<file path="src/include/xt_bus_chipset_settings.svh">
// ********************
// Bus widths, decode limits and wait states for the XT chipset core.
// Included by the package and by RTL that uses these values.
// ********************
`ifndef XT_BUS_CHIPSET_SETTINGS_SVH
`define XT_BUS_CHIPSET_SETTINGS_SVH

// CPU address and data bus
`define CHIPSET_ADDRESS_WIDTH 20
`define CHIPSET_DATA_WIDTH 8

// First memory address above on-board RAM
`define CHIPSET_RAM_TOP 20'hA0000

// First I/O port outside the chipset
`define CHIPSET_IO_LOCAL_TOP 20'h00100

// Wait states added to every bus cycle
`define CHIPSET_WAIT_COUNT_WIDTH 2
`define CHIPSET_WAIT_STATES 2'd1

`endif
</file>
<file path="src/rtl/xt_bus_pkg.sv">
// ********************
// Types shared by the XT bus chipset blocks.
// Import by wildcard in the module header.
// ********************
`include "xt_bus_chipset_settings.svh"

package xt_bus_pkg;

    // 8088 S2..S0 status codes
    typedef enum logic [2:0]
    {
        status_interrupt_acknowledge = 3'b000,
        status_io_read               = 3'b001,
        status_io_write              = 3'b010,
        status_halt                  = 3'b011,
        status_code_fetch            = 3'b100,
        status_memory_read           = 3'b101,
        status_memory_write          = 3'b110,
        status_passive               = 3'b111
    } bus_status_e;

    // Command strobes, all active low
    typedef struct packed
    {
        logic io_read_n;
        logic io_write_n;
        logic memory_read_n;
        logic memory_write_n;
        logic interrupt_acknowledge_n;
    } bus_command_t;

    typedef enum logic [1:0]
    {
        cycle_none,
        cycle_memory,
        cycle_io,
        cycle_interrupt
    } cycle_kind_e;

    typedef struct packed
    {
        logic [`CHIPSET_ADDRESS_WIDTH-1:0] address;
        cycle_kind_e                       kind;
    } latched_bus_t;

    typedef struct packed
    {
        logic ram_select;
        logic chipset_select;
    } region_select_t;

    typedef logic [`CHIPSET_DATA_WIDTH-1:0] data_byte_t;

endpackage

</file>
<file path="src/rtl/xt_bus_chipset.sv">
// ********************
// Top of the XT bus chipset core. Connects cycle control,
// address decode, data steering and the refresh request.
// ********************
`timescale 1ns/1ns
`include "xt_bus_chipset_settings.svh"

module xt_bus_chipset
    import xt_bus_pkg::*;
(
    input  logic                              clock,
    input  logic                              reset,
    input  bus_status_e                       processor_status,
    input  logic [`CHIPSET_ADDRESS_WIDTH-1:0] cpu_address,
    input  data_byte_t                        cpu_data_bus,
    input  logic                              io_channel_ready,
    input  logic                              memory_access_ready,
    input  data_byte_t                        chipset_data,
    input  data_byte_t                        ram_data,
    input  data_byte_t                        data_bus_ext,
    input  logic                              timer_1_out,
    input  logic                              dma_acknowledge_0_n,
    output logic                              processor_ready,
    output logic                              address_latch_enable,
    output latched_bus_t                      address,
    output bus_command_t                      command,
    output data_byte_t                        cpu_read_data,
    output data_byte_t                        data_bus,
    output logic                              data_bus_direction,
    output logic                              dma_request_0
);

    cycle_kind_e    cycle_kind;
    region_select_t region;

    bus_cycle_control u_bus_cycle_control
    (
        .clock                (clock),
        .reset                (reset),
        .processor_status     (processor_status),
        .io_channel_ready     (io_channel_ready),
        .memory_access_ready  (memory_access_ready),
        .address_latch_enable (address_latch_enable),
        .cycle_kind           (cycle_kind),
        .command              (command),
        .processor_ready      (processor_ready)
    );

    address_latch_decode u_address_latch_decode
    (
        .clock                (clock),
        .reset                (reset),
        .address_latch_enable (address_latch_enable),
        .cpu_address          (cpu_address),
        .cycle_kind           (cycle_kind),
        .latched              (address),
        .region               (region)
    );

    data_bus_steering u_data_bus_steering
    (
        .command              (command),
        .region               (region),
        .chipset_data         (chipset_data),
        .ram_data             (ram_data),
        .data_bus_ext         (data_bus_ext),
        .cpu_data_bus         (cpu_data_bus),
        .cpu_read_data        (cpu_read_data),
        .data_bus             (data_bus),
        .data_bus_direction   (data_bus_direction)
    );

    refresh_request u_refresh_request
    (
        .clock                (clock),
        .reset                (reset),
        .timer_1_out          (timer_1_out),
        .dma_acknowledge_0_n  (dma_acknowledge_0_n),
        .dma_request_0        (dma_request_0)
    );

endmodule

</file>
<file path="src/rtl/refresh_request.sv">
// ********************
// DRAM refresh request for DMA channel 0, raised by timer 1
// and held until the channel acknowledges.
// ********************
`timescale 1ns/1ns

module refresh_request
(
    input  logic clock,
    input  logic reset,
    input  logic timer_1_out,
    input  logic dma_acknowledge_0_n,
    output logic dma_request_0
);

    logic previous_timer;
    logic timer_rise;

    // Starts high so a level out of reset is no edge
    always_ff @(posedge clock, posedge reset)
    begin
        if (reset)
            previous_timer <= 1'b1;
        else
            previous_timer <= timer_1_out;
    end

    assign timer_rise = ~previous_timer & timer_1_out;

    always_ff @(posedge clock, posedge reset)
    begin
        if (reset)
            dma_request_0 <= 1'b0;
        else if (!dma_acknowledge_0_n)
            dma_request_0 <= 1'b0;
        else if (timer_rise)
            dma_request_0 <= 1'b1;
    end

endmodule

</file>
<file path="src/rtl/data_bus_steering.sv">
// ********************
// Picks the byte returned to the CPU and drives the outbound
// data bus and its direction from the active strobe.
// ********************
`timescale 1ns/1ns

module data_bus_steering
    import xt_bus_pkg::*;
(
    input  bus_command_t   command,
    input  region_select_t region,
    input  data_byte_t     chipset_data,
    input  data_byte_t     ram_data,
    input  data_byte_t     data_bus_ext,
    input  data_byte_t     cpu_data_bus,
    output data_byte_t     cpu_read_data,
    output data_byte_t     data_bus,
    output logic           data_bus_direction
);

    logic read_strobe;
    logic write_strobe;

    assign read_strobe  = ~command.io_read_n | ~command.memory_read_n |
                          ~command.interrupt_acknowledge_n;
    assign write_strobe = ~command.io_write_n | ~command.memory_write_n;

    always_comb
    begin
        cpu_read_data      = '0;
        data_bus           = '0;
        data_bus_direction = 1'b0;
        if (!command.io_read_n && region.chipset_select)
        begin
            cpu_read_data = chipset_data;
            data_bus      = chipset_data;
        end
        else if (!command.memory_read_n && region.ram_select)
        begin
            cpu_read_data = ram_data;
            data_bus      = ram_data;
        end
        else if (read_strobe)
        begin
            // Nothing local answers, take it from the slot bus
            cpu_read_data      = data_bus_ext;
            data_bus_direction = 1'b1;
        end
        else if (write_strobe)
            data_bus = cpu_data_bus;
    end

endmodule

</file>
<file path="src/rtl/address_latch_decode.sv">
// ********************
// Latches the CPU address on ALE and decodes the RAM and
// local chipset I/O regions for the running cycle.
// ********************
`timescale 1ns/1ns
`include "xt_bus_chipset_settings.svh"

module address_latch_decode
    import xt_bus_pkg::*;
(
    input  logic                              clock,
    input  logic                              reset,
    input  logic                              address_latch_enable,
    input  logic [`CHIPSET_ADDRESS_WIDTH-1:0] cpu_address,
    input  cycle_kind_e                       cycle_kind,
    output latched_bus_t                      latched,
    output region_select_t                    region
);

    logic below_ram_top;
    logic below_io_local_top;

    // Held from ALE until the next cycle starts
    always_ff @(posedge clock, posedge reset)
    begin
        if (reset)
            latched <= '0;
        else if (address_latch_enable)
        begin
            latched.address <= cpu_address;
            latched.kind    <= cycle_kind;
        end
    end

    assign below_ram_top      = latched.address < `CHIPSET_RAM_TOP;
    assign below_io_local_top = latched.address < `CHIPSET_IO_LOCAL_TOP;

    always_comb
    begin
        region.ram_select     = (latched.kind == cycle_memory) && below_ram_top;
        // Only the low ports belong to the chipset
        region.chipset_select = (latched.kind == cycle_io) && below_io_local_top;
    end

endmodule

</file>
<file path="src/rtl/bus_cycle_control.sv">
// ********************
// Bus cycle FSM. Turns the CPU status into ALE, one command
// strobe and the processor ready level, with fixed wait states.
// ********************
`timescale 1ns/1ns
`include "xt_bus_chipset_settings.svh"

module bus_cycle_control
    import xt_bus_pkg::*;
(
    input  logic         clock,
    input  logic         reset,
    input  bus_status_e  processor_status,
    input  logic         io_channel_ready,
    input  logic         memory_access_ready,
    output logic         address_latch_enable,
    output cycle_kind_e  cycle_kind,
    output bus_command_t command,
    output logic         processor_ready
);

    typedef enum logic [1:0]
    {
        state_idle,
        state_address,
        state_command,
        state_done
    } state_e;

    state_e                               state;
    bus_status_e                          cycle_status;
    logic [`CHIPSET_WAIT_COUNT_WIDTH-1:0] wait_count;
    logic                                 starts_cycle;
    logic                                 channel_ready;

    // Halt and passive never open a cycle
    assign starts_cycle  = (processor_status != status_passive) &&
                           (processor_status != status_halt);
    assign channel_ready = io_channel_ready & memory_access_ready;

    function automatic bus_command_t command_for(input bus_status_e status);
        bus_command_t strobes;
        strobes = '1;
        case (status)
            status_interrupt_acknowledge: strobes.interrupt_acknowledge_n = 1'b0;
            status_io_read:               strobes.io_read_n = 1'b0;
            status_io_write:              strobes.io_write_n = 1'b0;
            status_code_fetch:            strobes.memory_read_n = 1'b0;
            status_memory_read:           strobes.memory_read_n = 1'b0;
            status_memory_write:          strobes.memory_write_n = 1'b0;
            default:                      strobes = '1;
        endcase
        return strobes;
    endfunction

    function automatic cycle_kind_e kind_for(input bus_status_e status);
        case (status)
            status_interrupt_acknowledge:            return cycle_interrupt;
            status_io_read, status_io_write:         return cycle_io;
            status_code_fetch, status_memory_read,
            status_memory_write:                     return cycle_memory;
            default:                                 return cycle_none;
        endcase
    endfunction

    always_ff @(posedge clock, posedge reset)
    begin
        if (reset)
        begin
            state                <= state_idle;
            cycle_status         <= status_passive;
            cycle_kind           <= cycle_none;
            address_latch_enable <= 1'b0;
            command              <= '1;
            processor_ready      <= 1'b0;
            wait_count           <= '0;
        end
        else
        begin
            // ALE is a single-cycle pulse
            address_latch_enable <= 1'b0;
            case (state)
                state_idle:
                    if (starts_cycle)
                    begin
                        state                <= state_address;
                        address_latch_enable <= 1'b1;
                        cycle_status         <= processor_status;
                        cycle_kind           <= kind_for(processor_status);
                    end
                state_address:
                begin
                    command    <= command_for(cycle_status);
                    wait_count <= `CHIPSET_WAIT_STATES;
                    state      <= state_command;
                end
                state_command:
                    if (wait_count != '0)
                        wait_count <= wait_count - 1'b1;
                    else if (channel_ready)
                    begin
                        processor_ready <= 1'b1;
                        state           <= state_done;
                    end
                state_done:
                    // CPU ends the cycle by going passive
                    if (processor_status == status_passive)
                    begin
                        processor_ready <= 1'b0;
                        command         <= '1;
                        cycle_kind      <= cycle_none;
                        state           <= state_idle;
                    end
                default:
                    state <= state_idle;
            endcase
        end
    end

endmodule

</file>
<file path="config.mk">
export PLATFORM = sky130hd
export DESIGN_NAME = xt_bus_chipset
export DESIGN_NICKNAME = d
export VERILOG_FILES = /design/src/rtl/xt_bus_pkg.sv /design/src/rtl/xt_bus_chipset.sv /design/src/rtl/refresh_request.sv /design/src/rtl/data_bus_steering.sv /design/src/rtl/address_latch_decode.sv /design/src/rtl/bus_cycle_control.sv
export VERILOG_INCLUDE_DIRS = /design/src /design/src/include
export SDC_FILE = /design/constraint.sdc
export NUM_CORES = 1
export LEC_CHECK = 0
export CAP_MARGIN = 10
export CORE_ASPECT_RATIO = 1.1
export CORE_UTILIZATION = 30
export DETAILED_ROUTE_END_ITERATION = 12
export DONT_BUFFER_PORTS = 1
export GPL_ROUTABILITY_DRIVEN = 0
export SLEW_MARGIN = 40
export SYNTH_ARGS = -nofsm -noshare
export SYNTH_HDL_FRONTEND = slang
export SYNTH_SLANG_ARGS = --single-unit
</file>
<file path="constraint.sdc">
create_clock -name clock -period 2.4 [get_ports clock]
set_input_delay 0.36 -clock clock [delete_from_list [all_inputs] [get_ports clock]]
set_output_delay 0.36 -clock clock [all_outputs]
set_load 0.01 [all_outputs]
</file>
Word level (Yosys, flattened, before mapping)

Index checks and enable logic that the tools add are counted.

Register bits after elaboration: 40
Logic and storage cells: 112
Input port bits: 61

Muxes and demuxes: 35
Equality and inequality tests: 24
Bitwise operators: 11
Reduce and logical (&&, ||, !) cells: 24
$lt $le $gt $ge: 2
Add/sub/neg operators: 1

Operators by type and width:

| cell                   | count |
|---|---|
| $mux W8                | 7 |
| $eq A3 B3 Y1 const B   | 7 |
| $lt A20 B20 Y1 const B | 1 |
| $lt A20 B9 Y1 const B  | 1 |
| $mux W1                | 15 |
| $mux W2                | 6 |
| $ne A2 B1 Y1 const B   | 5 |
| $pmux W5 S2            | 1 |
| $reduce_bool A2 Y1     | 5 |
| $pmux W2 S2            | 2 |
| $pmux W2 S4            | 1 |
| $reduce_and A4 Y1      | 2 |
| $eq A2 B2 Y1 const B   | 3 |
| $eq A3 B1 Y1 const B   | 2 |
| $eq A3 B2 Y1 const B   | 2 |
| $logic_not A3 Y1       | 2 |
| $not A1 Y1             | 6 |
| $pmux W2 S3            | 1 |
| $reduce_and A2 Y1      | 3 |
| $logic_and A1 B1 Y1    | 5 |
| $mux W5                | 1 |
| $eq A2 B1 Y1 const B   | 2 |
| $reduce_or A2 Y1       | 2 |
| $ne A3 B2 Y1 const B   | 1 |
| 10 further kinds       | 14 |

Longest topological paths before layout

Depth in word-level cells: 6
Gate-level depth with buffers: 6
Mapped depth without buffers: 6

Modules after synthesis

From an unflattened synthesis, not the netlist that was laid out.

Cell total of the unflattened synthesis: 199
Area total of the unflattened synthesis: 2179.6 um2

By module, submodules not included:

| module               | times used | seq. area each (um2) | area an instance (um2) | cells an instance |
|---|---|---|---|---|
| bus_cycle_control    | 1          | 410.4                | 885.8                  | 83 |
| address_latch_decode | 1          | 550.5                | 872.1                  | 54 |
| data_bus_steering    | 1          | 0.0                  | 345.3                  | 57 |
| refresh_request      | 1          | 51.3                 | 76.3                   | 5 |

Worst setup path before layout

OpenSTA, ideal clock, no wires.

Kind: register -> output
From: register, netlist name u_bus_cycle_control.command[2]
To: output port cpu_read_data[0]
Data required time: 2040 ps
Path buffers: 1
Slack: 545 ps
Cell stages (with the launch flop): 6
Arrival time: 1495 ps
Cells stage by stage: dfstp_2 -> nor2_1 -> and3_1 -> buf_6 -> nor3_1 -> a21o_1

Longest elaborated chain between the ends: 6
Elaborated cells on any way between the ends: 8
Classes of those cells: 3 x mux; 3 x bitwise; 2 x reduce/logical

Ends and longest elaborated chain:

| what                       | RTL line                | RTL |
|---|---|---|
| $not A1 Y1                 | data_bus_steering.sv:24 | `assign read_strobe = ~command.io_read_n \| ~command.memory_read_n \|` |
| $or A1 B1 Y1 (2 in series) | data_bus_steering.sv:24 |  |
| $mux W8                    | data_bus_steering.sv:43 | `else if (read_strobe)` |
| $mux W8 (*)                | data_bus_steering.sv:38 | `else if (!command.memory_read_n && region.ram_select)` |
| $mux W8 (*)                | data_bus_steering.sv:33 | `if (!command.io_read_n && region.chipset_select)` |
| end: declaration           | xt_bus_chipset.sv:27    | `output data_byte_t cpu_read_data,` |

Every way passes the cells marked *; elsewhere a longest branch is shown, timed or not.

Worst setup path in the final report

From: register, netlist name u_bus_cycle_control.command[4]
To: output port data_bus[3]

Longest elaborated chain between the ends: 6
Elaborated cells on any way between the ends: 8
Classes of those cells: 3 x mux; 3 x bitwise; 2 x reduce/logical

Ends and longest elaborated chain:

| what                       | RTL line                | RTL |
|---|---|---|
| $not A1 Y1                 | data_bus_steering.sv:24 |  |
| $or A1 B1 Y1 (2 in series) | data_bus_steering.sv:24 |  |
| $mux W8                    | data_bus_steering.sv:43 |  |
| $mux W8                    | data_bus_steering.sv:38 |  |
| $mux W8 (*)                | data_bus_steering.sv:33 |  |
| end: declaration           | xt_bus_chipset.sv:28    | `output data_byte_t data_bus,` |

Marked as above.

==> results.json <==
{
  "synth_area_leaders": "dfrtp_1, mux2_2, dfstp_2",
  "routed.top_layer": "met4",
  "first_pass_iters": 4,
  "antenna_left": 0,
  "cp-end-kind": "output port",
  "grt_max_degree": 41,
  "slowest_stage": "dfstp_2",
  "utilization_pct": 34.1,
  "powerDensity_nw_per_um2": 1360,
  "synth_area_leader_cell": "dfrtp_1",
  "routed_via_density": 5.33,
  "skew_ns": 0.00342,
  "grt_pass1_vias": 1436,
  "swShare_pct": 38.8,
  "drt_iter0_drc": 66,
  "pin_count": 108,
  "synth-seq-area-share_pct": 48.8,
  "synth-edff-count": 0,
  "switching_power_mw": 1.19,
  "numCtsBuffers": 5,
  "cts_tree": "done",
  "worstMarginPinSlew_ns": 0.498,
  "wl_met1_um": 1720,
  "ctsHoldBuffers": 0,
  "die_height_um": 89.2,
  "crit_chain": "nor4b_2 > and4_1 > buf_4 > a222oi_1 > inv_1",
  "criticalPathCategory": "register to output port",
  "crit_arrival_ns": 1.88,
  "netlist_area_um2": 2070,
  "synth.avg_cell_area_um2": 11.3,
  "async_flop_share_pct": 100,
  "dieArea_um2": 7250,
  "vias": 1445,
  "yosysWarnings": 0,
  "drv_slew": 0,
  "status": "finished, final reports clean",
  "worstPathRequired_ns": 2.04,
  "cpPeakStageDelay_ns": 0.60,
  "dp_hpwl_um": 3450,
  "start_kind": "register",
  "p_clk_share_pct": 14.7,
  "synthTopCellsByCount": "dfrtp_1, mux2_2, nand2_1, inv_1, dfstp_2",
  "cts_max_path_buffers": 2,
  "die-width_um": 81.3,
  "clk_pin_slew_ns": 0.07,
  "yosysMostFrequentCell": "dfrtp_1",
  "reg2regPathDepth": 3,
  "fin_nets": 254,
  "period_needed_ns": 2.24,
  "initial_utilization_pct": 31.3,
  "hold_class": "primary input to register",
  "core_area_um2": 6630,
  "slew_headroom_pct": 66.8,
  "fillers": 664,
  "power_mw": 3.08,
  "max_freq_ghz": 0.447,
  "intPower_mw": 1.88,
  "wl_met2_um": 2280,
  "synthFlopType": "dfrtp_1",
  "drc": 0,
  "crit_path_max_fanout": 23,
  "area_delta_synth_final_pct": 9.05,
  "track_usage_pct": 13.1,
  "clock_sinks": 40,
  "drive_above_1_share_pct": 29.6,
  "finalCritPeriodShare_pct": 93.2,
  "synthDistinctLibCells": 39,
  "route.detailed.wl_per_inst_um": 16.6,
  "cts_max_level": 2,
  "seq_power_share_pct": 45.9,
  "rsz0062_at_grt": "false",
  "numPortBuffers": 0,
  "synthCells": 183,
  "clk_latency_ns": 0.28,
  "pwr-share-comb_pct": 39.4,
  "diodes": 0,
  "ir_drop_mv": 0.569,
  "min_delay_path_depth": 0,
  "row_count": 31,
  "synth_fp_nets": 249,
  "wl_met3_um": 434,
  "final_hold_viol_count": 0,
  "yosys.area.top_type_share_pct": 37.4,
  "antenna_found_initial": 0,
  "p_leak_nw": 1.00,
  "ctsRootBufferMaster": "clkbuf_8",
  "drv_cap": 0,
  "grt_pass1_wl_um": 6940,
  "wl_um": 4490,
  "tns_ns": 0,
  "grt-ovfl-total": 0,
  "setup_viol": 0,
  "synth-seq-cells": 40
}
-- placed cells by master (no fill, tap or decap), drive strengths merged --
cell	instances
buf	6
nor2b	1
a21oi	4
nor4	2
a22oi	8
o21a	2
nand3	4
xor2	1
a22o	1
a222oi	7
or4	1
nand2	22
dfrtp	31
nor3	2
a31oi	1
a2bb2oi	1
nor2	4
dfstp	9
and3	2
a21boi	1
a21o	2
clkbuf	8
nand2b	1
nor4b	1
and4	1
nand3b	3
nand4b	1
a211oi	1
mux2	29
o21ai	12
inv	14
ha	5
o22ai	1
-- worst paths after layout --
path                                                       endpoint  slack, ns                                start
max in group asynchronous            u_bus_cycle_control.command[2]       1.96                                reset
min in group asynchronous         u_address_latch_decode.latched[2]       0.08                                reset
worst max register to register       u_bus_cycle_control.command[0]       0.75         u_bus_cycle_control.state[1]
worst min-delay path               u_refresh_request.previous_timer       0.07                          timer_1_out
worst max-delay path                                    data_bus[3]       0.16       u_bus_cycle_control.command[4]
worst min register to register  u_bus_cycle_control.cycle_status[0]       0.48  u_bus_cycle_control.cycle_status[0]
-- critical path, delay by kind of cell (launching register included) --
family | cells | cell delay (ns)
simple gates | 2 | 0.26
flops | 1 | 0.60
buf+inv | 2 | 0.35
compound gates | 1 | 0.39
-- flip-flops by register name, indices dropped and copies added (netlist names) --
register	flops
u_refresh_request.dma_request_0	1
u_refresh_request.previous_timer	1
u_bus_cycle_control.wait_count	2
u_address_latch_decode.latched	22
u_bus_cycle_control.processor_ready	1
u_bus_cycle_control.command	5
u_bus_cycle_control.cycle_status	3
u_bus_cycle_control.address_latch_enable	1
u_bus_cycle_control.state	2
u_bus_cycle_control.cycle_kind	2
-- through the flow --
stage          area (µm²)  hold slack [ns]  instances  setup slack [ns]
6_report             2260           0.0689        271             0.163
5_1_grt              2260           0.0431        271            0.0184
4_1_cts              2240           0.0498        271            0.0238
3_5_place_dp         2150            0.365        263             0.352
3_3_place_gp         2150            0.365        263             0.372
2_1_floorplan        2070            0.364        183             0.545
-- layout make-up --
class | count | area (µm²) | share of cell area [%]
sequential | 40 | 1010 | 44.7
multi-input combinational | 121 | 960 | 42.4
tap | 82 | 103 | 4.54
clock buffer | 8 | 90.1 | 3.98
inverter | 14 | 52.6 | 2.32
timing repair buffer | 6 | 45.0 | 1.99
-- routing by layer --
metal / GRT usage (%) / up-vias
met3: 4.39 / 5
met1: 13.7 / 675
met4: 5.36 / 0
li1: - / 674
met2: 23.9 / 91
met5: 0 / -
-- power by group through the flow --
stage / clock (mW) / sequential [mW] / combinational (mW)
detailed placement: 0 / 1.43 / 1.22
finish: 0.452 / 1.41 / 1.21
CTS: 0.484 / 1.42 / 1.22
floorplan: 0 / 1.35 / 1.00
global route: 0.512 / 1.47 / 1.38
global placement: 0 / 1.42 / 1.19
-- what timing repair did --
item | 4_1_cts | 5_1_grt
endpoints found under the hold margin | 0 | 0
gates resized for setup | 0 | 4
buffers inserted | 0 | 0
endpoints found under the setup margin | 0 | 15
-- cells by family after synthesis --
group                      count (synthesis)  synth area share [%]
and+or+nand+nor                           45                  10.9
AOI/OAI and AO/OA                         41                  14.1
DFF                                       40                  48.8
muxes                                     29                  17.0
buffers and inverters                     22                  5.79
adders and majority gates                  5                  3.02
xor gates and xnor gates                   1                 0.422
(Power assumes the default switching activity.)
